File: src/logic/glb_params.svh
`ifndef GLB_PARAMS_SVH
`define GLB_PARAMS_SVH

// stream word coming from the array
`define GLB_CGRA_DATA_WIDTH 16

// one bank line, four stream words
`define GLB_BANK_DATA_WIDTH 64

// byte address into a 4 KiB bank
`define GLB_ADDR_WIDTH 12
`define GLB_BANK_BYTE_OFFSET 3

// store descriptor queue
`define GLB_QUEUE_DEPTH 4
`define GLB_MAX_NUM_WORDS_WIDTH 10

// host register port
`define GLB_CFG_ADDR_WIDTH 4
`define GLB_CFG_DATA_WIDTH 32

`endif

File: src/logic/glb_pkg.sv
`default_nettype none

`include "glb_params.svh"

package glb_pkg;

    // one store descriptor, 23 bits
    typedef struct packed {
        logic                                valid;
        logic [`GLB_ADDR_WIDTH-1:0]          start_addr;
        logic [`GLB_MAX_NUM_WORDS_WIDTH-1:0] num_words;
    } glb_dma_header_t;

endpackage

`default_nettype wire

File: src/logic/glb_dma_cfg_if.sv
`default_nettype none

`include "glb_params.svh"

interface glb_dma_cfg_if import glb_pkg::*; ();

    logic                        dma_on;
    logic                        auto_on;
    glb_dma_header_t             header [`GLB_QUEUE_DEPTH];
    // one-cycle pulse per entry when the dma takes it
    logic [`GLB_QUEUE_DEPTH-1:0] invalidate_pulse;

    modport cfg (
        output dma_on, auto_on, header,
        input  invalidate_pulse
    );

    modport dma (
        input  dma_on, auto_on, header,
        output invalidate_pulse
    );

endinterface

`default_nettype wire

File: src/logic/glb_store_cfg.sv
`default_nettype none

`include "glb_params.svh"

module glb_store_cfg import glb_pkg::*; (
    input  logic                           clk,
    input  logic                           reset,
    input  logic                           clk_en,
    input  logic                           cfg_wr_en,
    input  logic [`GLB_CFG_ADDR_WIDTH-1:0] cfg_addr,
    input  logic [`GLB_CFG_DATA_WIDTH-1:0] cfg_wdata,
    input  logic [`GLB_CFG_ADDR_WIDTH-1:0] cfg_rd_addr,
    output logic [`GLB_CFG_DATA_WIDTH-1:0] cfg_rdata,
    glb_dma_cfg_if.cfg                     cfg_if
);

    localparam int AW = `GLB_CFG_ADDR_WIDTH;
    localparam int DEPTH = `GLB_QUEUE_DEPTH;
    localparam int ENTRY_BASE = 1;
    localparam int VALID_BASE = ENTRY_BASE + DEPTH;
    localparam int NUM_WORDS_LSB = 16;
    localparam int NUM_WORDS_MSB = NUM_WORDS_LSB + `GLB_MAX_NUM_WORDS_WIDTH - 1;

    logic            dma_on;
    logic            auto_on;
    glb_dma_header_t queue [DEPTH];

    always_ff @(posedge clk or posedge reset) begin
        if (reset) begin
            dma_on <= 1'b0;
            auto_on <= 1'b0;
            for (int i = 0; i < DEPTH; i++) begin
                queue[i] <= '0;
            end
        end else if (clk_en) begin
            if (cfg_wr_en && cfg_addr == '0) begin
                dma_on <= cfg_wdata[0];
                auto_on <= cfg_wdata[1];
            end
            for (int i = 0; i < DEPTH; i++) begin
                if (cfg_if.invalidate_pulse[i]) begin
                    queue[i].valid <= 1'b0;
                end
                // host writes come last so they win over the dma
                if (cfg_wr_en && cfg_addr == AW'(ENTRY_BASE + i)) begin
                    queue[i].start_addr <= cfg_wdata[`GLB_ADDR_WIDTH-1:0];
                    queue[i].num_words <= cfg_wdata[NUM_WORDS_MSB:NUM_WORDS_LSB];
                    queue[i].valid <= 1'b0;
                end
                if (cfg_wr_en && cfg_addr == AW'(VALID_BASE + i)) begin
                    queue[i].valid <= cfg_wdata[0];
                end
            end
        end
    end

    // register readback
    always_comb begin
        cfg_rdata = '0;
        if (cfg_rd_addr == '0) begin
            cfg_rdata[0] = dma_on;
            cfg_rdata[1] = auto_on;
        end
        for (int i = 0; i < DEPTH; i++) begin
            if (cfg_rd_addr == AW'(ENTRY_BASE + i)) begin
                cfg_rdata[`GLB_ADDR_WIDTH-1:0] = queue[i].start_addr;
                cfg_rdata[NUM_WORDS_MSB:NUM_WORDS_LSB] = queue[i].num_words;
            end
            if (cfg_rd_addr == AW'(VALID_BASE + i)) begin
                cfg_rdata[0] = queue[i].valid;
            end
        end
    end

    assign cfg_if.dma_on = dma_on;
    assign cfg_if.auto_on = auto_on;
    assign cfg_if.header = queue;

    // host must keep the bits above the word count clear
    a_num_words_fits: assert property (@(posedge clk) disable iff (reset)
        clk_en && cfg_wr_en && cfg_addr >= AW'(ENTRY_BASE) && cfg_addr < AW'(VALID_BASE)
        |-> cfg_wdata[`GLB_CFG_DATA_WIDTH-1:NUM_WORDS_MSB+1] == '0)
        else $error("num_words wider than its field: 0x%08h", cfg_wdata);

endmodule

`default_nettype wire

File: src/flat_wrapper.sv
// flat-port wrapper written by rule: the top's interface ports become plain ports
module glb_store_cfg_flat import glb_pkg::*;
  (clk, reset, clk_en, cfg_wr_en, cfg_addr, cfg_wdata, cfg_rd_addr, cfg_rdata, cfg_if_dma_on, cfg_if_auto_on, cfg_if_header, cfg_if_invalidate_pulse);
  glb_dma_cfg_if cfg_if_i ();
  input  logic clk;
  input  logic reset;
  input  logic clk_en;
  input  logic cfg_wr_en;
  input  logic [`GLB_CFG_ADDR_WIDTH-1:0] cfg_addr;
  input  logic [`GLB_CFG_DATA_WIDTH-1:0] cfg_wdata;
  input  logic [`GLB_CFG_ADDR_WIDTH-1:0] cfg_rd_addr;
  output logic [`GLB_CFG_DATA_WIDTH-1:0] cfg_rdata;
  output wire logic [$bits(cfg_if_i.dma_on)-1:0] cfg_if_dma_on;
  output wire logic [$bits(cfg_if_i.auto_on)-1:0] cfg_if_auto_on;
  output wire logic [$bits(cfg_if_i.header)-1:0] cfg_if_header;
  input wire logic [$bits(cfg_if_i.invalidate_pulse)-1:0] cfg_if_invalidate_pulse;
  assign cfg_if_dma_on = cfg_if_i.dma_on;
  assign cfg_if_auto_on = cfg_if_i.auto_on;
  assign cfg_if_header = {>>{cfg_if_i.header}};
  assign cfg_if_i.invalidate_pulse = cfg_if_invalidate_pulse;
  glb_store_cfg u_core (.clk(clk), .reset(reset), .clk_en(clk_en), .cfg_wr_en(cfg_wr_en), .cfg_addr(cfg_addr), .cfg_wdata(cfg_wdata), .cfg_rd_addr(cfg_rd_addr), .cfg_rdata(cfg_rdata), .cfg_if(cfg_if_i));
endmodule
File: config.mk
export PLATFORM = sky130hd
export DESIGN_NAME = glb_store_cfg_flat
export DESIGN_NICKNAME = d
export VERILOG_FILES = /design/src/logic/glb_pkg.sv /design/src/logic/glb_dma_cfg_if.sv /design/src/logic/glb_store_cfg.sv /design/src/flat_wrapper.sv
export VERILOG_INCLUDE_DIRS = /design/src /design/src/logic
export SDC_FILE = /design/constraint.sdc
export NUM_CORES = 1
export LEC_CHECK = 0
export BUFFER_PORTS_ARGS = -buffer_cell sky130_fd_sc_hd__buf_2
export CORE_MARGIN = 4
export CORE_UTILIZATION = 45
export DETAILED_ROUTE_END_ITERATION = 7
export GPL_ROUTABILITY_DRIVEN = 0
export PLACE_DENSITY = 0.77
export SKIP_LAST_GASP = 1
export SLEW_MARGIN = 20
export SYNTH_ARGS = -nofsm -noshare
export SYNTH_HDL_FRONTEND = slang
export SYNTH_SLANG_ARGS = --single-unit
export TNS_END_PERCENT = 5
File: constraint.sdc
create_clock -name clk -period 4.3 [get_ports clk]
set_input_delay 0.43 -clock clk [delete_from_list [all_inputs] [get_ports clk]]
set_output_delay 0.43 -clock clk [all_outputs]
set_load 0.02 [all_outputs]
==> impl_metrics.py <==
metrics = {
    "status": {
        "status": "finished clean",
    },
    "clock_network": {
        "htreeDepth": 3,
        "clk_path_buf_depth": 2,
        "cts.sinks": 94,
        "ctsHoldBuffers": 0,
        "insertion_delay_ns": 0.35,
        "cts-root-buf": "clkbuf_8",
        "postCtsResizedCells": 0,
        "clk_pin_slew_ns": 0.09,
        "numCtsBuffers": 9,
        "postCtsSetupRepairBufs": 0,
        "cts_tree": "yes",
    },
    "worst_setup_path": {
        "crit_start": "cfg_rd_addr[2]",
        "path_class": "in2out",
        "path_max_fanout": 22,
        "setup.worst_path.start_class": "input pin",
        "end_kind": "primary output",
        "arrival_ns": 2.19,
        "required_ns": 3.87,
        "timing.rr.start": "u_core.cfg_if.header[22]$_DFFE_PP0P_",
    },
    "pwr": {
        "p_per_area_nw_per_um2": 452,
        "leakagePower_nw": 2.80,
        "vdd_drop_max_mv": 0.276,
    },
    "synth": {
        "yosysUniqueCellTypes": 37,
        "yosys.area_share.simple_pct": 4.81,
        "ys.warnings.count": 0,
        "synth_compound_area_share_pct": 11.9,
        "synth-adder-area-share_pct": 0,
        "ys_seq_elements": 94,
        "avgSynthCellArea_sq_um": 13.0,
        "synthXorXnorAreaFrac_pct": 0,
        "muxShareOfSynthArea_pct": 24.6,
        "seq_area_frac_synth_pct": 53.2,
        "netlist_instances": 339,
        "synth_top_family_by_area": "multiplexers",
        "syn-cell-area_sq_um": 4420,
    },
    "finish": {
        "area_delta_synth_final_pct": 22.7,
        "layout-drive-gt1-share_pct": 54.3,
        "antenna_cells": 0,
        "instances_no_fill": 623,
        "final_core_util_pct": 57.7,
        "final_common_cell": "buf_2",
        "layout_common_cells": "153 x buf_2, 94 x dfrtp_1, 60 x mux2_2",
        "design_area_sq_um": 5430,
        "fin_nets": 537,
        "num-fill-cells": 822,
    },
    "place": {
        "io_buffers": 153,
        "placed_area_sq_um": 5260,
        "dpl.hpwl_um": 8340,
        "dp.cells": 607,
    },
    "min_path": {
        "hold_class": "in2async",
    },
    "die": {
        "core_sq_um": 9420,
        "num_io_pins": 174,
        "rows": 35,
        "die_y_um": 107,
        "dieArea_sq_um": 11500,
        "start_util_pct": 47.0,
        "die_w_um": 107,
    },
    "route": {
        "postRouteWirelength_um": 11900,
        "drt_iter0_drc": 221,
        "num_vias": 3384,
        "dr.pass1.iters": 4,
        "drc": 0,
        "viasPerCell": 5.43,
        "wl_per_cell_um": 19.1,
        "ant_nets": 0,
    },
    "timing": {
        "finalHoldViolations": 0,
        "clock.fmax_ghz": 0.381,
        "final.period_utilization_pct": 61.0,
        "fin_setup_tns_ns": 0,
        "worst_pin_slew_ns": 0.849,
        "hold_slack_ns": 0.201,
        "rsz0062_at_grt": "no",
        "slew_violations": 0,
        "slew_headroom_pct": 43.4,
        "min_period_ns": 2.62,
        "setup_viol": 0,
        "clock_skew_ns": 0,
    },
    "global_route": {
        "grt_use_total_pct": 21.1,
        "antenna_found_initial": 0,
        "first_global_vias": 3546,
        "globalRouteOverflowTotal": 0,
        "grt_pass1_wl_um": 18800,
        "grt_max_degree": 49,
    },
    "flow_run": {
        "cap_violations": 0,
    },
}
critical path, cell delays in order:
cell     delay (ns)
buf_2          0.16
or2_2          0.51
nor2_2         0.36
buf_4          0.32
a22oi_1        0.09
o21ai_0        0.11
buf_2          0.21
cell type report:
type / instances / area [sq um] / share of cell area [%]
clock inverters: 6 / 46.3 / 0.853
flip-flops and latches: 94 / 2350 / 43.3
clock buffers: 10 / 128 / 2.35
repair buffers: 163 / 841 / 15.5
multi-input cells: 216 / 1880 / 34.6
well taps: 129 / 161 / 2.97
inverters: 5 / 20.0 / 0.369
power by group:
group | total (mW) | switching, mW | leakage (nW) | internal (mW)
logic | 0.737 | 0.437 | 1.51 | 0.301
clock network | 0.530 | 0.316 | 0.0829 | 0.214
registers | 1.19 | 0.135 | 1.20 | 1.05
final timing paths:
kind	endpoint	slack, ns	cells after the start
min in group clk	u_core.cfg_if.header[49]$_DFFE_PP0P_	0.33	2
worst min register to register	u_core.cfg_if.header[64]$_DFFE_PP0P_	0.53	1
max in group asynchronous	u_core.cfg_if.header[11]$_DFFE_PP0P_	3.00	3
worst max-delay path	cfg_rdata[11]	1.68	7
worst max register to register	u_core.cfg_if.header[22]$_DFFE_PP0P_	3.42	2
worst min-delay path	u_core.cfg_if.header[64]$_DFFE_PP0P_	0.20	2
cell usage after synthesis:
| cell type | instances | area share (%) |
|---|---|---|
| o221ai_1 | 1 | 0.20 |
| nor4_1 | 1 | 0.14 |
| mux2_2 | 60 | 15 |
| buf_4 | 14 | 2.4 |
| a21o_1 | 1 | 0.17 |
| nand3_2 | 1 | 0.23 |
| nor2b_1 | 6 | 0.85 |
| nand3b_1 | 1 | 0.17 |
| dfrtp_1 | 94 | 53 |
| nor3_2 | 1 | 0.23 |
| o21ai_1 | 1 | 0.11 |
| and4_1 | 1 | 0.20 |
| or3_1 | 1 | 0.14 |
| or2_2 | 1 | 0.14 |
| mux2i_1 | 2 | 0.45 |
| nor3b_1 | 2 | 0.34 |
| buf_12 | 2 | 0.91 |
| conb_1 | 1 | 0.085 |
| o21ai_0 | 28 | 3.2 |
| clkbuf_1 | 9 | 0.76 |
| a22oi_1 | 41 | 7.0 |
| a32o_1 | 1 | 0.23 |
| mux2_4 | 20 | 6.8 |
| a21oi_1 | 2 | 0.23 |
| o32a_1 | 1 | 0.23 |
| nor2_4 | 1 | 0.25 |
| buf_2 | 7 | 0.79 |
| nand2_1 | 6 | 0.51 |
| buf_6 | 1 | 0.25 |
| nor2_1 | 7 | 0.59 |
| and3_1 | 1 | 0.14 |
| nand3_1 | 4 | 0.45 |
| a31oi_1 | 4 | 0.57 |
| inv_1 | 5 | 0.42 |
| nand2b_1 | 1 | 0.14 |
| mux2_1 | 8 | 2.0 |
| and4bb_2 | 1 | 0.28 |
routing by layer:
metal | global-route usage (%) | up-vias | wire length (um)
met1 | 27.4 | 1696 | 5090
met4 | 7.40 | 0 | 130
met2 | 35.3 | 146 | 5810
li1 | - | 1530 | -
met3 | 3.97 | 12 | 844
met5 | 0 | - | 0
registers in the layout, indices dropped and copies added, names as in the netlist:
name	cells
u_core.cfg_if.auto_on	1
u_core.cfg_if.dma_on	1
u_core.cfg_if.header	92
per-stage QoR:
stage | setup slack (ns) | total power [mW]
finish | 1.68 | 2.45
floorplan | 1.42 | 1.65
CTS | 1.66 | 2.47
global placement | 1.68 | 1.92
global route | 1.53 | 2.59
detailed placement | 1.67 | 1.95
cells by family (layout without fill, tap and decap cells):
family / after synthesis / in the layout
flip-flops: 94 / 94
multiplexers: 90 / 90
AO/OA/AOI/OAI: 80 / 80
buffers and inverters: 38 / 184
AND/OR/NAND/NOR: 36 / 36
other: 1 / 10
No activity file was read; power rests on OpenSTA's default activity.
