<file path="config.mk">
export PLATFORM = sky130hd
export DESIGN_NAME = glb_store_dma_flat
export DESIGN_NICKNAME = d
export VERILOG_FILES = /design/src/logic/glb_pkg.sv /design/src/logic/glb_wr_if.sv /design/src/logic/glb_dma_cfg_if.sv /design/src/logic/glb_store_dma.sv /design/src/flat_wrapper.sv
export VERILOG_INCLUDE_DIRS = /design/src /design/src/logic
export SDC_FILE = /design/constraint.sdc
export NUM_CORES = 1
export LEC_CHECK = 0
export ABC_CLOCK_PERIOD_IN_PS = 6600
export BUFFER_PORTS_ARGS = -buffer_cell sky130_fd_sc_hd__buf_2
export CAP_MARGIN = 10
export CORE_AREA = 2 2 139 141
export DETAILED_ROUTE_END_ITERATION = 7
export DIE_AREA = 0 0 141 143
export PLACE_DENSITY = 0.85
export SYNTH_ARGS = -nofsm -noshare
export SYNTH_HDL_FRONTEND = slang
export SYNTH_SLANG_ARGS = --single-unit
</file>
<file path="constraint.sdc">
create_clock -name clk -period 6.6 [get_ports clk]
set_input_delay 0.99 -clock clk [delete_from_list [all_inputs] [get_ports clk]]
set_output_delay 0.99 -clock clk [all_outputs]
set_load 0.005 [all_outputs]
</file>
<file path="src/logic/glb_params.svh">
`ifndef GLB_PARAMS_SVH
`define GLB_PARAMS_SVH

// stream word coming from the array
`define GLB_CGRA_DATA_WIDTH 16

// one bank line, four stream words
`define GLB_BANK_DATA_WIDTH 64

// byte address into a 4 KiB bank
`define GLB_ADDR_WIDTH 12
`define GLB_BANK_BYTE_OFFSET 3

// store descriptor queue
`define GLB_QUEUE_DEPTH 4
`define GLB_MAX_NUM_WORDS_WIDTH 10

// host register port
`define GLB_CFG_ADDR_WIDTH 4
`define GLB_CFG_DATA_WIDTH 32

`endif

</file>
<file path="src/logic/glb_pkg.sv">
`default_nettype none

`include "glb_params.svh"

package glb_pkg;

    // one store descriptor, 23 bits
    typedef struct packed {
        logic                                valid;
        logic [`GLB_ADDR_WIDTH-1:0]          start_addr;
        logic [`GLB_MAX_NUM_WORDS_WIDTH-1:0] num_words;
    } glb_dma_header_t;

endpackage

`default_nettype wire

</file>
<file path="src/logic/glb_wr_if.sv">
`default_nettype none

`include "glb_params.svh"

// bank write packet, one line per cycle with wr_en high
interface glb_wr_if ();

    logic                                wr_en;
    logic [`GLB_BANK_DATA_WIDTH/8-1:0]   wr_strb;
    // line-aligned byte address
    logic [`GLB_ADDR_WIDTH-1:0]          wr_addr;
    logic [`GLB_BANK_DATA_WIDTH-1:0]     wr_data;

    modport dma (output wr_en, wr_strb, wr_addr, wr_data);
    modport bank (input wr_en, wr_strb, wr_addr, wr_data);

endinterface

`default_nettype wire

</file>
<file path="src/logic/glb_dma_cfg_if.sv">
`default_nettype none

`include "glb_params.svh"

interface glb_dma_cfg_if import glb_pkg::*; ();

    logic                        dma_on;
    logic                        auto_on;
    glb_dma_header_t             header [`GLB_QUEUE_DEPTH];
    // one-cycle pulse per entry when the dma takes it
    logic [`GLB_QUEUE_DEPTH-1:0] invalidate_pulse;

    modport cfg (
        output dma_on, auto_on, header,
        input  invalidate_pulse
    );

    modport dma (
        input  dma_on, auto_on, header,
        output invalidate_pulse
    );

endinterface

`default_nettype wire

</file>
<file path="src/logic/glb_store_dma.sv">
`default_nettype none

`include "glb_params.svh"

module glb_store_dma import glb_pkg::*; (
    input  logic                            clk,
    input  logic                            reset,
    input  logic                            clk_en,
    input  logic [`GLB_CGRA_DATA_WIDTH-1:0] stream_data,
    input  logic                            stream_valid,
    output logic                            stream_in_done_pulse,
    glb_dma_cfg_if.dma                      cfg_if,
    glb_wr_if.dma                           wr_if
);

    localparam int DEPTH = `GLB_QUEUE_DEPTH;
    localparam int QW = $clog2(DEPTH);
    localparam int AW = `GLB_ADDR_WIDTH;
    localparam int NW = `GLB_MAX_NUM_WORDS_WIDTH;
    localparam int OFS = `GLB_BANK_BYTE_OFFSET;
    localparam int WW = `GLB_CGRA_DATA_WIDTH;
    localparam int LW = `GLB_BANK_DATA_WIDTH;
    localparam int WORD_BYTES = WW / 8;
    localparam int WB_W = $clog2(WORD_BYTES);
    localparam int SW = $clog2(LW / WW);

    // READY..ACC3 must stay consecutive, the slot index is taken from it
    typedef enum logic [2:0] {OFF, IDLE, READY, ACC1, ACC2, ACC3, ACC4, DONE} state_t;

    state_t            state;
    state_t            next_state;
    state_t            fill_next;
    logic [SW-1:0]     slot;

    logic [LW-1:0]     cache_data;
    logic [LW-1:0]     next_cache_data;
    logic [LW/8-1:0]   cache_strb;
    logic [LW/8-1:0]   next_cache_strb;
    // address of the line being packed
    logic [AW-1:0]     cur_addr;
    logic [AW-1:0]     next_cur_addr;
    logic [NW-1:0]     num_cnt;
    logic [NW-1:0]     next_num_cnt;

    glb_dma_header_t   header_int [DEPTH];
    glb_dma_header_t   sel_hdr;
    logic [DEPTH-1:0]  valid_now;
    logic [DEPTH-1:0]  valid_d1;
    logic [DEPTH-1:0]  validate_pulse;
    logic [DEPTH-1:0]  invalidate_pulse;
    logic [QW-1:0]     q_sel_cnt_r;
    logic [QW-1:0]     q_sel;
    logic              start;
    logic              line_write;
    logic              done_d1;

    // descriptor capture on rising valid
    always_comb begin
        for (int i = 0; i < DEPTH; i++) begin
            valid_now[i] = cfg_if.header[i].valid;
        end
    end

    assign validate_pulse = valid_now & ~valid_d1;

    always_ff @(posedge clk or posedge reset) begin
        if (reset) begin
            valid_d1 <= '0;
            for (int i = 0; i < DEPTH; i++) begin
                header_int[i] <= '0;
            end
        end else if (clk_en) begin
            valid_d1 <= valid_now;
            for (int i = 0; i < DEPTH; i++) begin
                if (validate_pulse[i]) begin
                    header_int[i] <= cfg_if.header[i];
                end else if (invalidate_pulse[i]) begin
                    header_int[i].valid <= 1'b0;
                end
            end
        end
    end

    // queue entry select, manual mode pins entry 0
    assign q_sel = cfg_if.auto_on ? q_sel_cnt_r : '0;
    assign sel_hdr = header_int[q_sel];
    assign start = (state == IDLE) && cfg_if.dma_on && sel_hdr.valid
                   && (sel_hdr.num_words != '0);

    always_ff @(posedge clk or posedge reset) begin
        if (reset) begin
            invalidate_pulse <= '0;
            q_sel_cnt_r <= '0;
        end else if (clk_en) begin
            invalidate_pulse <= '0;
            if (start) begin
                invalidate_pulse[q_sel] <= 1'b1;
            end
            if (!cfg_if.auto_on) begin
                q_sel_cnt_r <= '0;
            end else if (start) begin
                q_sel_cnt_r <= (q_sel_cnt_r == QW'(DEPTH - 1)) ? '0 : q_sel_cnt_r + 1'b1;
            end
        end
    end

    assign cfg_if.invalidate_pulse = invalidate_pulse;

    // slot filled by the current state and the state after it
    assign slot = SW'(state - READY);
    assign fill_next = state_t'(state + 3'd1);

    always_comb begin
        next_state = state;
        next_cache_data = cache_data;
        next_cache_strb = cache_strb;
        next_cur_addr = cur_addr;
        next_num_cnt = num_cnt;
        case (state)
            OFF: begin
                if (cfg_if.dma_on) begin
                    next_state = IDLE;
                end
            end
            IDLE: begin
                next_cache_data = '0;
                next_cache_strb = '0;
                if (start) begin
                    next_cur_addr = {sel_hdr.start_addr[AW-1:OFS], {OFS{1'b0}}};
                    next_num_cnt = sel_hdr.num_words;
                    // first slot from the word bits, byte bit ignored
                    next_state = state_t'(READY + sel_hdr.start_addr[OFS-1:WB_W]);
                end
            end
            READY, ACC1, ACC2, ACC3: begin
                if (num_cnt == '0) begin
                    next_state = DONE;
                end else if (stream_valid) begin
                    next_cache_data[slot*WW +: WW] = stream_data;
                    next_cache_strb[slot*WORD_BYTES +: WORD_BYTES] = '1;
                    next_num_cnt = num_cnt - 1'b1;
                    next_state = fill_next;
                end
            end
            ACC4: begin
                if (num_cnt == '0) begin
                    next_state = DONE;
                end else begin
                    // full line goes out this cycle
                    next_cur_addr = cur_addr + AW'(LW / 8);
                    next_cache_data = '0;
                    next_cache_strb = '0;
                    if (stream_valid) begin
                        next_cache_data[WW-1:0] = stream_data;
                        next_cache_strb[WORD_BYTES-1:0] = '1;
                        next_num_cnt = num_cnt - 1'b1;
                        next_state = ACC1;
                    end else begin
                        next_state = READY;
                    end
                end
            end
            DONE: begin
                next_state = IDLE;
            end
            default: begin
                next_state = OFF;
            end
        endcase
    end

    always_ff @(posedge clk or posedge reset) begin
        if (reset) begin
            state <= OFF;
            cache_strb <= '0;
            cur_addr <= '0;
            num_cnt <= '0;
        end else if (clk_en) begin
            state <= cfg_if.dma_on ? next_state : OFF;
            cache_strb <= next_cache_strb;
            cur_addr <= next_cur_addr;
            num_cnt <= next_num_cnt;
        end
    end

    always_ff @(posedge clk) begin
        if (clk_en) begin
            cache_data <= next_cache_data;
        end
    end

    // write packet
    assign line_write = (state == DONE) || (state == ACC4 && num_cnt != '0);
    assign wr_if.wr_en = line_write;
    assign wr_if.wr_strb = line_write ? cache_strb : '0;
    assign wr_if.wr_data = line_write ? cache_data : '0;
    assign wr_if.wr_addr = cur_addr;

    // end of descriptor
    always_ff @(posedge clk or posedge reset) begin
        if (reset) begin
            done_d1 <= 1'b0;
        end else if (clk_en) begin
            done_d1 <= (state == DONE);
        end
    end

    assign stream_in_done_pulse = (state == DONE) && !done_d1;

    a_one_invalidate: assert property (@(posedge clk) disable iff (reset)
        $onehot0(invalidate_pulse))
        else $error("several invalidate pulses: %b", invalidate_pulse);

    a_wr_strb_set: assert property (@(posedge clk) disable iff (reset)
        wr_if.wr_en |-> wr_if.wr_strb != '0)
        else $error("bank write with empty strobe");

    a_done_single: assert property (@(posedge clk) disable iff (reset)
        clk_en && stream_in_done_pulse |=> !stream_in_done_pulse)
        else $error("done pulse held for two cycles");

endmodule

`default_nettype wire

</file>
<file path="src/flat_wrapper.sv">
// flat-port wrapper written by rule: the top's interface ports become plain ports
module glb_store_dma_flat import glb_pkg::*;
  (clk, reset, clk_en, stream_data, stream_valid, stream_in_done_pulse, cfg_if_dma_on, cfg_if_auto_on, cfg_if_header, cfg_if_invalidate_pulse, wr_if_wr_en, wr_if_wr_strb, wr_if_wr_addr, wr_if_wr_data);
  glb_dma_cfg_if cfg_if_i ();
  glb_wr_if wr_if_i ();
  input  logic clk;
  input  logic reset;
  input  logic clk_en;
  input  logic [`GLB_CGRA_DATA_WIDTH-1:0] stream_data;
  input  logic stream_valid;
  output logic stream_in_done_pulse;
  input wire logic [$bits(cfg_if_i.dma_on)-1:0] cfg_if_dma_on;
  input wire logic [$bits(cfg_if_i.auto_on)-1:0] cfg_if_auto_on;
  input wire logic [$bits(cfg_if_i.header)-1:0] cfg_if_header;
  output wire logic [$bits(cfg_if_i.invalidate_pulse)-1:0] cfg_if_invalidate_pulse;
  output wire logic [$bits(wr_if_i.wr_en)-1:0] wr_if_wr_en;
  output wire logic [$bits(wr_if_i.wr_strb)-1:0] wr_if_wr_strb;
  output wire logic [$bits(wr_if_i.wr_addr)-1:0] wr_if_wr_addr;
  output wire logic [$bits(wr_if_i.wr_data)-1:0] wr_if_wr_data;
  assign cfg_if_i.dma_on = cfg_if_dma_on;
  assign cfg_if_i.auto_on = cfg_if_auto_on;
  assign cfg_if_i.header = {>>{cfg_if_header}};
  assign cfg_if_invalidate_pulse = cfg_if_i.invalidate_pulse;
  assign wr_if_wr_en = wr_if_i.wr_en;
  assign wr_if_wr_strb = wr_if_i.wr_strb;
  assign wr_if_wr_addr = wr_if_i.wr_addr;
  assign wr_if_wr_data = wr_if_i.wr_data;
  glb_store_dma u_core (.clk(clk), .reset(reset), .clk_en(clk_en), .stream_data(stream_data), .stream_valid(stream_valid), .stream_in_done_pulse(stream_in_done_pulse), .cfg_if(cfg_if_i), .wr_if(wr_if_i));
endmodule
</file>
==> metrics.cfg, run 1 <==
[critical_path]
cp_top_family = simple AND/OR/NAND/NOR gates
worstPathRequired_ps = 5610
r2r_slack_ps = 2450
path_cells = inv_1, ha_1, or4b_4, or3_1, a21oi_4, buf_4, nor2b_1, buf_2
cp-startpoint = u_core.num_cnt[0]
crit_type = register to primary output
slowest_stage = a21oi_4
crit_buf_inv = 3
slowest_delay_ps = 780
critPathLaunchType = register
cp.arrival_ps = 3700
critPathCaptureType = primary output
r2r_start = u_core.state[0]
path_max_fanout = 41

[finish]
fillers = 1379
register_area_sq_um = 5150
area_growth_pct = 16.5
layout.nets = 1264
drive_gt1_share_pct = 30.9
multiInputGateArea_sq_um = 4810

[placed_design]
io_buffers = 196
dpl.hpwl_mm = 17.3
place_congestion = 0.846

[timing]
hold_ws_ps = 480
worst_pin_slew_ps = 1230
finalSetupViolCount = 0
fin_tns_setup_ps = 0
layout_min_cycle_time_ps = 4690
fin_skew_ps = 9.69
rsz0062_at_grt = false
relSlewSlack_pct = 17.5
hold_viol_final = 0
final_max_slew_viol_count = 0
final_min_period_over_clock_period_pct = 71.1
fmax_mhz = 213

[clock_network]
cts.sinks = 193
clkSlewWorstSetupHoldPaths_ps = 80
hold_buffers = 0
htreeDepth = 4
clk_latency_ps = 440
cts_buffer_depth = 2
cts_buffers = 17
cts_tree = built
cts-root-buf = clkbuf_16
cts_setup_buffers = 0
post_cts_resized = 0

[drt]
post_drt_wl_per_cell_um = 18.4
num_vias = 8412
firstDrtPassIters = 5
drtIter0Drc = 761
routed_wl_mm = 25.5
via_per_inst = 6.07
drt.antenna.violating_nets = 0
route.detailed.drc = 0

[power_and_ir_drop]
vdd.ir_drop.worst_mv = 0.256
powerDensity_nw_per_um2 = 387
leakagePower_uw = 0.00510

[yosys]
ys.flop_type = dfrtp_1
synth_top_family_by_area = simple AND/OR/NAND/NOR gates
ys_seq_elements = 193
synth_compound_area_share_pct = 14.7
synth.area.mux_share_pct = 12.2
synth_area_sq_um = 10300
synth.avg_cell_area_sq_um = 10.6
yosys_warnings = 0
synth_edf_count = 64
synth_common_cells = 129 x dfrtp_1, 128 x nor2b_1, 95 x nor2_1
yosysSeqAreaShare_pct = 50.0
yosys.area_share.simple_pct = 17.9
synth_fa_ha_area_share_pct = 1.46
synthCells = 974
async_flop_share_pct = 66.8
synth_cell_types = 74
yosysMostFrequentCell = dfrtp_1
synthXorXnorAreaFrac_pct = 0
synthTopCellsByArea = dfrtp_1 31%, edfxtp_1 19%, mux2_2 10%, nor2b_1 7.8%, nor2_1 3.5%
yosysTopAreaCell = dfrtp_1
yosysTopAreaCellShare_pct = 31.3

[floorplan]
start_util_pct = 55.5
io_pins = 204
dieWidth_um = 141
die_area_sq_um = 20200
core_area_sq_um = 18600
fp-row-count = 50
dieHeight_um = 143

[min_path]
hp-class = register to register
hp-start = u_core.header_int[68]

[grt]
grt_overflow_total = 0
grt_max_degree = 79
track_usage_pct = 25.4
antenna_found_initial = 1
grt_pass1_vias = 7853
grt_pass1_wl_mm = 40.8

[outcome]
status = completed

[run]
cap_violations = 0

==> sequential cells by signal (all words and copies together), names as in the netlist <==
name                            count
u_core.cache_data                  64
u_core.cache_strb                   8
u_core.cfg_if.invalidate_pulse      4
u_core.done_d1                      1
u_core.header_int                  88
u_core.num_cnt                     10
u_core.q_sel_cnt_r                  2
u_core.state                        3
u_core.valid_d1                     4
u_core.wr_if.wr_addr                9
==> final timing paths <==
| path | to | cells after the start |
|---|---|---|
| worst max-delay path | wr_if_wr_data[23] | 8 |
| worst min-delay path | u_core.header_int[68] | 2 |
| worst max register to register | u_core.num_cnt[2] | 8 |
| worst min register to register | u_core.header_int[68] | 2 |
| max in group asynchronous | u_core.num_cnt[0] | 3 |
| min in group asynchronous | u_core.wr_if.wr_addr[11] | 2 |
==> through the flow <==
step	area [sq um]	util (%)	cells	worst slack (ps)	total power (uW)
global placement	11400	61.3	1353	2400	3500
finish	12000	64.6	1386	1910	4640
CTS	12000	64.6	1385	1900	4630
detailed placement	11400	61.3	1353	2370	3570
floorplan	10300	-	976	1550	3130
global route	12000	64.6	1385	1680	4920
==> logic make-up (layout without fill, tap and decap cells) <==
family                     count (synthesis)  in the layout
AOI/OAI and AO/OA                        224            224
adders and majority gates                 12             12
buffers and inverters                     84            259
DFF                                      193            193
muxes                                    114            114
other                                      1              4
and+or+nand+nor                          346            346
==> final cells by class <==
type / count / area share, %
Sequential cell: 193 / 42.9
Tap cell: 234 / 2.44
Inverter: 19 / 0.615
Antenna cell: 1 / 0.0208
Timing Repair Buffer: 208 / 8.92
Multi-Input combinational cell: 699 / 40.0
Clock inverter: 13 / 1.30
Clock buffer: 19 / 3.77
==> worst min-delay path, delay by kind of cell, from the launching register on <==
kind | cells | cell delay, ps
flops | 1 | 350
simple gates | 2 | 100
==> power breakdown <==
group | leakage [uW] | internal [uW] | switching, uW
combinational | 0.00266 | 712 | 945
clock | 0.000298 | 533 | 520
sequential | 0.00214 | 1680 | 256
==> cells in the final DEF, fill, tap and decap left out, drive strengths merged, types with 9 or more instances in the layout <==
| master | count |
|---|---|
| mux2 | 93 |
| nand2 | 46 |
| a211oi | 9 |
| buf | 208 |
| ha | 12 |
| a22oi | 20 |
| o21ai | 31 |
| nand4 | 10 |
| nor3 | 14 |
| a31oi | 9 |
| nor2b | 128 |
| a21oi | 61 |
| dfrtp | 129 |
| edfxtp | 64 |
| nor2 | 96 |
| inv | 26 |
| mux2i | 21 |
| o21a | 10 |
| clkbuf | 19 |
| nand3 | 10 |
| o22ai | 23 |
==> layer usage <==
layer	global-route usage (%)	share of wire [%]	vias to the layer above
li1	-	-	3854
met1	34.7	42	4084
met2	40.9	47	430
met3	5.77	8.7	42
met4	7.32	1.6	2
met5	0	0.043	-
Power figures use the tool's default switching activity.
==> run 2: changes to the inputs <==
- ABC_CLOCK_PERIOD_IN_PS: 6600 -> 4880
- clock period: 6.6 -> 4.88 ns (I/O delays scaled with it)
==> run 2 against run 1 <==
Final cell count grew 0.22%. Clock skew grew 2.3 ps. Total power grew 36%. Worst hold slack lost 60 ps. Die area is the same. Utilization grew 0.054 points. Clock power grew 34%. Highest routed layer unchanged.
==> metrics.cfg, run 2 (same netlist as run 1, synthesis figures left out) <==
[outcome]
status = completed  ; unchanged

[drt]
drtIter0Drc = 681  ; was 761
drt.antenna.violating_nets = 0  ; unchanged
route.detailed.drc = 0  ; unchanged
num_vias = 8416  ; was 8412
via_per_inst = 6.06  ; was 6.07
routed_wl_mm = 25.9  ; was 25.5 mm
post_drt_wl_per_cell_um = 18.7  ; was 18.4 um
firstDrtPassIters = 5  ; unchanged

[finish]
final_util_pct = 64.7  ; was 64.6%
fillers = 1429  ; was 1379
largest_register = u_core.header_int  ; unchanged
layout.nets = 1268  ; was 1264
mostFrequentLayoutCells = 196 x buf_2, 129 x dfrtp_1, 128 x nor2b_1  ; unchanged
n_antenna_cell = 0  ; was 1
final_common_cell = buf_2  ; unchanged
area_growth_pct = 16.6  ; was 16.5%
final_cells = 1389  ; was 1386
top_regs = u_core.header_int (88), u_core.cache_data (64), u_core.num_cnt (10)  ; unchanged
drive_gt1_share_pct = 31.0  ; was 30.9%
largest_reg_flops = 88  ; unchanged
fin_area_sq_um = 12000  ; about the same

[clock_network]
cts.sinks = 193  ; unchanged
cts_tree = built  ; unchanged
clk_latency_ps = 440  ; about the same
htreeDepth = 4  ; unchanged
cts-root-buf = clkbuf_16  ; unchanged
clkSlewWorstSetupHoldPaths_ps = 70  ; was 80 ps
cts_buffer_depth = 2  ; unchanged
cts_setup_buffers = 0  ; unchanged
cts_buffers = 17  ; unchanged
hold_buffers = 0  ; unchanged
post_cts_resized = 0  ; unchanged

[power_and_ir_drop]
p_switching_uw = 2290  ; was 1720 uW
power_frac_seq_pct = 41.5  ; was 41.6%
vdd.ir_drop.worst_mv = 0.337  ; was 0.256 mV
sw_frac_of_total_pct = 36.4  ; was 37.1%
intPower_uw = 4000  ; was 2920 uW
clkPwrFrac_pct = 22.4  ; was 22.7%
pwr-share-comb_pct = 36.1  ; was 35.7%
powerDensity_nw_per_um2 = 524  ; was 387 nW/um^2
leakagePower_uw = 0.00512  ; was 0.00510 uW

[timing]
layout_min_cycle_time_ps = 4070
final_min_period_over_clock_period_pct = 83.4
fin_skew_ps = 11.9  ; was 9.69 ps
fin_tns_setup_ps = 0  ; unchanged
worst_pin_slew_ps = 1230  ; about the same
hold_ws_ps = 421  ; was 480 ps
final_max_slew_viol_count = 0  ; unchanged
hold_viol_final = 0  ; unchanged
rsz0062_at_grt = false  ; unchanged
fmax_mhz = 246
relSlewSlack_pct = 17.7  ; was 17.5%
finalSetupViolCount = 0  ; unchanged

[floorplan]
fp-row-count = 50  ; unchanged
start_util_pct = 55.5  ; unchanged
die_area_sq_um = 20200  ; unchanged
dieHeight_um = 143  ; unchanged
core_area_sq_um = 18600  ; unchanged
dieWidth_um = 141  ; unchanged
io_pins = 204  ; unchanged

[grt]
track_usage_pct = 25.7  ; was 25.4%
grt_max_degree = 74  ; was 79
grt_pass1_wl_mm = 41.5  ; was 40.8 mm
grt_pass1_vias = 8066  ; was 7853
antenna_found_initial = 1  ; unchanged
grt_overflow_total = 0  ; unchanged

[placed_design]
place_congestion = 0.892  ; was 0.846
dpl.hpwl_mm = 17.7  ; was 17.3 mm
place_area_sq_um = 11400  ; about the same
post-place-cells = 1357  ; was 1353
io_buffers = 196  ; unchanged

[critical_path]
cp.arrival_ps = 3340  ; was 3700 ps
crit_type = register to primary output  ; unchanged
critPathLaunchType = register  ; unchanged
worstPathRequired_ps = 4150  ; was 5610 ps
critPathCaptureType = primary output  ; unchanged
path_max_fanout = 73  ; was 41

[min_path]
hp-class = primary input to asynchronous set/reset pin  ; was register to register

[run]
cap_violations = 0  ; unchanged

run 2: changes by cell type in the layout (fill, tap and decap cells not counted), sizes merged:
cell and delta:
clkinv -1, diode -1, buf +4, clkbuf +2
bufinv +1, inv -2
run 2: power by group through the flow:
stage,clock (uW),sequential (uW),combinational [uW]
detailed placement,0,2620,2240
floorplan,0,2520,1710
global placement,0,2590,2160
global route,1490,2670,2490
finish,1410,2610,2280
CTS,1430,2600,2260
run 2: area by class of cell:
cell class                      instances  area, sq um  area share (%)
Clock inverter                         11          120           0.999
Inverter                               19         73.8           0.614
Multi-Input combinational cell        699         4810            40.0
Clock buffer                           21          472            3.93
Timing Repair Buffer                  212         1100            9.16
Tap cell                              234          293            2.44
Sequential cell                       193         5150            42.9
run 2: stage by stage:
step | total power, uW | setup slack (ps)
detailed placement | 4860 | 1200
CTS | 6280 | 815
finish | 6300 | 809
global route | 6650 | 620
global placement | 4760 | 1240
floorplan | 4230 | 707
run 2: critical path, cell delays in order (launching register included):
cell	delay (ps)
dfrtp_1	420
inv_1	70
ha_1	210
or4b_4	500
or3_1	570
a21oi_4	180
buf_4	570
nor2b_1	160
buf_2	170
run 2: worst paths after layout:
kind / startpoint / endpoint / slack (ps) / depth (start not counted)
max: u_core.num_cnt[0] / wr_if_wr_data[31] / 810 / 8
max in group asynchronous: reset / u_core.header_int[69] / 3400 / 3
min reg2reg: u_core.cache_strb[0] / u_core.cache_strb[0] / 480 / 1
max reg2reg: u_core.state[0] / u_core.num_cnt[6] / 1400 / 9
min: reset / u_core.wr_if.wr_addr[11] / 420 / 2
min in group clk: u_core.cache_strb[0] / u_core.cache_strb[0] / 480 / 1
run 2: routing by layer:
layer	GRT usage (%)	part of all wire [%]
met1	34.4	42
met2	42.8	48
met3	5.57	8.0
met4	7.05	1.5
met5	0	0.046
==> run 3: changes to the inputs <==
- ABC_CLOCK_PERIOD_IN_PS: 4880 -> 4150
- clock period: 4.88 -> 4.15 ns (I/O delays scaled with it)
==> run 3 against run 2 <==
Sequential power rose by 18%. Via count up 0.26%. Non-clock buffer count rose by 8. Sequential share of layout area shrank 0.35 points. Critical path type unchanged. Final cell count grew 0.58%. Clock power rose by 18%. Setup slack worse by 330 ps. First-iteration DRC count fell by 2.6%. Total power up 18%.
==> metrics.cfg, run 3 (same netlist as run 1, synthesis figures left out) <==
[floorplan]
fp-row-count = 50  ; unchanged
io_pins = 204  ; unchanged
dieHeight_um = 143  ; unchanged
core_area_sq_um = 18600  ; unchanged
die_area_sq_um = 20200  ; unchanged
start_util_pct = 55.5  ; unchanged
dieWidth_um = 141  ; unchanged

[critical_path]
critPathLaunchType = register  ; unchanged
timing.rr.end = u_core.num_cnt[5]  ; was u_core.num_cnt[6]
path_cells = inv_1, ha_1, or4b_4, or3_1, a21oi_4, buf_12, nor2b_1, buf_2  ; was inv_1, ha_1, or4b_4, or3_1, a21oi_4, buf_4, nor2b_1, buf_2
slowest_delay_ps = 580  ; was 570 ps
r2r_start = u_core.state[0]  ; unchanged
cp_top_family = simple AND/OR/NAND/NOR gates  ; unchanged
path_max_fanout = 73  ; unchanged
r2r_slack_ps = 740  ; was 1400 ps
crit_type = register to primary output  ; unchanged
worstPathRequired_ps = 3530  ; was 4150 ps
rr_worst_depth = 9  ; unchanged
crit_buf_inv = 3  ; unchanged
critPathCaptureType = primary output  ; unchanged
slowest_stage = or3_1  ; unchanged
cp.arrival_ps = 3050  ; was 3340 ps

[placed_design]
pre_cts_ws_ps = 768  ; was 1200 ps
place_congestion = 0.882  ; was 0.892
dpl.hpwl_mm = 17.6  ; was 17.7 mm
io_buffers = 196  ; unchanged

[timing]
finalSetupViolCount = 0  ; unchanged
worst_pin_slew_ps = 974  ; was 1230 ps
relSlewSlack_pct = 35.1  ; was 17.7%
layout_min_cycle_time_ps = 3670
fin_tns_setup_ps = 0  ; unchanged
final_min_period_over_clock_period_pct = 88.5
hold_viol_final = 0  ; unchanged
fin_skew_ps = 16.3  ; was 11.9 ps
final_max_slew_viol_count = 0  ; unchanged
rsz0062_at_grt = false  ; unchanged
fin_ws_ps = 479  ; was 809 ps
fmax_mhz = 272

[drt]
drtIter0Drc = 663  ; was 681
num_vias = 8438  ; was 8416
drt.antenna.violating_nets = 0  ; unchanged
routed_wl_mm = 25.9  ; about the same
route.detailed.drc = 0  ; unchanged
via_per_inst = 6.04  ; was 6.06
firstDrtPassIters = 5  ; unchanged
post_drt_wl_per_cell_um = 18.5  ; was 18.7 um

[grt]
grt_pass1_vias = 8297  ; was 8066
antenna_found_initial = 1  ; unchanged
grt_overflow_total = 0  ; unchanged
grt_max_degree = 77  ; was 74
track_usage_pct = 25.9  ; was 25.7%
grt_pass1_wl_mm = 41.8  ; was 41.5 mm

[clock_network]
clkSlewWorstSetupHoldPaths_ps = 70  ; about the same
cts_buffers = 17  ; unchanged
cts_tree = built  ; unchanged
htreeDepth = 4  ; unchanged
cts_buffer_depth = 2  ; unchanged
hold_buffers = 0  ; unchanged
cts_setup_buffers = 0  ; unchanged
cts.sinks = 193  ; unchanged
cts-root-buf = clkbuf_16  ; unchanged
clk_latency_ps = 440  ; about the same
post_cts_resized = 0  ; unchanged

[power_and_ir_drop]
power_frac_seq_pct = 41.7  ; was 41.5%
totalPowerFinal_uw = 7420  ; was 6300 uW
pwr-share-comb_pct = 36.0  ; was 36.1%
vdd.ir_drop.worst_mv = 0.430  ; was 0.337 mV
sw_frac_of_total_pct = 36.4  ; about the same
leakagePower_uw = 0.00516  ; was 0.00512 uW
powerDensity_nw_per_um2 = 612  ; was 524 nW/um^2
p_switching_uw = 2700  ; was 2290 uW
clkPwrFrac_pct = 22.3  ; was 22.4%
intPower_uw = 4720  ; was 4000 uW

[finish]
largest_reg_flops = 88  ; unchanged
n_antenna_cell = 0  ; unchanged
layout.nets = 1276  ; was 1268
drive_gt1_share_pct = 31.6  ; was 31.0%
top_regs = u_core.header_int (88), u_core.cache_data (64), u_core.num_cnt (10)  ; unchanged
final_common_cell = buf_2  ; unchanged
mostFrequentLayoutCells = 196 x buf_2, 129 x dfrtp_1, 128 x nor2b_1  ; unchanged
area_growth_pct = 17.6  ; was 16.6%
largest_register = u_core.header_int  ; unchanged
final_util_pct = 65.2  ; was 64.7%

[outcome]
status = completed  ; unchanged

[min_path]
hp-class = primary input to asynchronous set/reset pin  ; unchanged

[run]
cap_violations = 0  ; unchanged

## run 3: final cells by class
cell class / instances / area, sq um
fill: 1394 / 6460
tap: 234 / 293
clock buffer: 19 / 454
sequential: 193 / 5150
timing repair buffer: 220 / 1200
multi-input combinational: 699 / 4810
clock inverter: 13 / 139
inverter: 19 / 73.8
## run 3: worst max path at each step
stage	to	startpoint	depth (start not counted)
after CTS	wr_if_wr_data[38]	u_core.num_cnt[0]	8
after floorplan	u_core.cache_strb[0]	reset	1
after detailed placement	u_core.num_cnt[7]	cfg_if_auto_on	8
after global routing	wr_if_wr_data[38]	u_core.num_cnt[0]	8
final	wr_if_wr_data[38]	u_core.num_cnt[0]	8
after global placement	u_core.num_cnt[7]	cfg_if_auto_on	8
## run 3: worst reg2reg max path: stages, from the launching register on
cell and delay [ps]:
dfrtp_1 510, inv_1 190, ha_1 380, or2_2 400
or2_0 530, a21boi_0 310, buf_4 200, o21a_1 240
a21boi_2 350, a22oi_1 160
## run 3: power by group through the flow
stage / logic, uW / registers (uW) / clock network (uW)
3_3_place_gp: 2550 / 3070 / 0
6_report: 2670 / 3090 / 1660
3_5_place_dp: 2630 / 3100 / 0
2_1_floorplan: 2010 / 2960 / 0
4_1_cts: 2650 / 3070 / 1680
5_1_grt: 2950 / 3160 / 1750
## run 3: routing by layer
| layer | vias up | share of wire (%) | global-route usage, % |
|---|---|---|---|
| li1 | 3876 | - | - |
| met1 | 4001 | 41 | 33.6 |
| met2 | 494 | 47 | 43.4 |
| met3 | 65 | 9.0 | 5.73 |
| met4 | 2 | 2.4 | 9.00 |
| met5 | - | 0.050 | 0 |
## run 3: per-stage QoR
step | hold slack [ps] | std cells | cell area (sq um)
final | 392 | 1397 | 12100
after global routing | 406 | 1397 | 12100
after CTS | 405 | 1397 | 12100
after detailed placement | 465 | 1365 | 11500
after global placement | 455 | 1365 | 11500
after floorplan | 437 | 976 | 10300
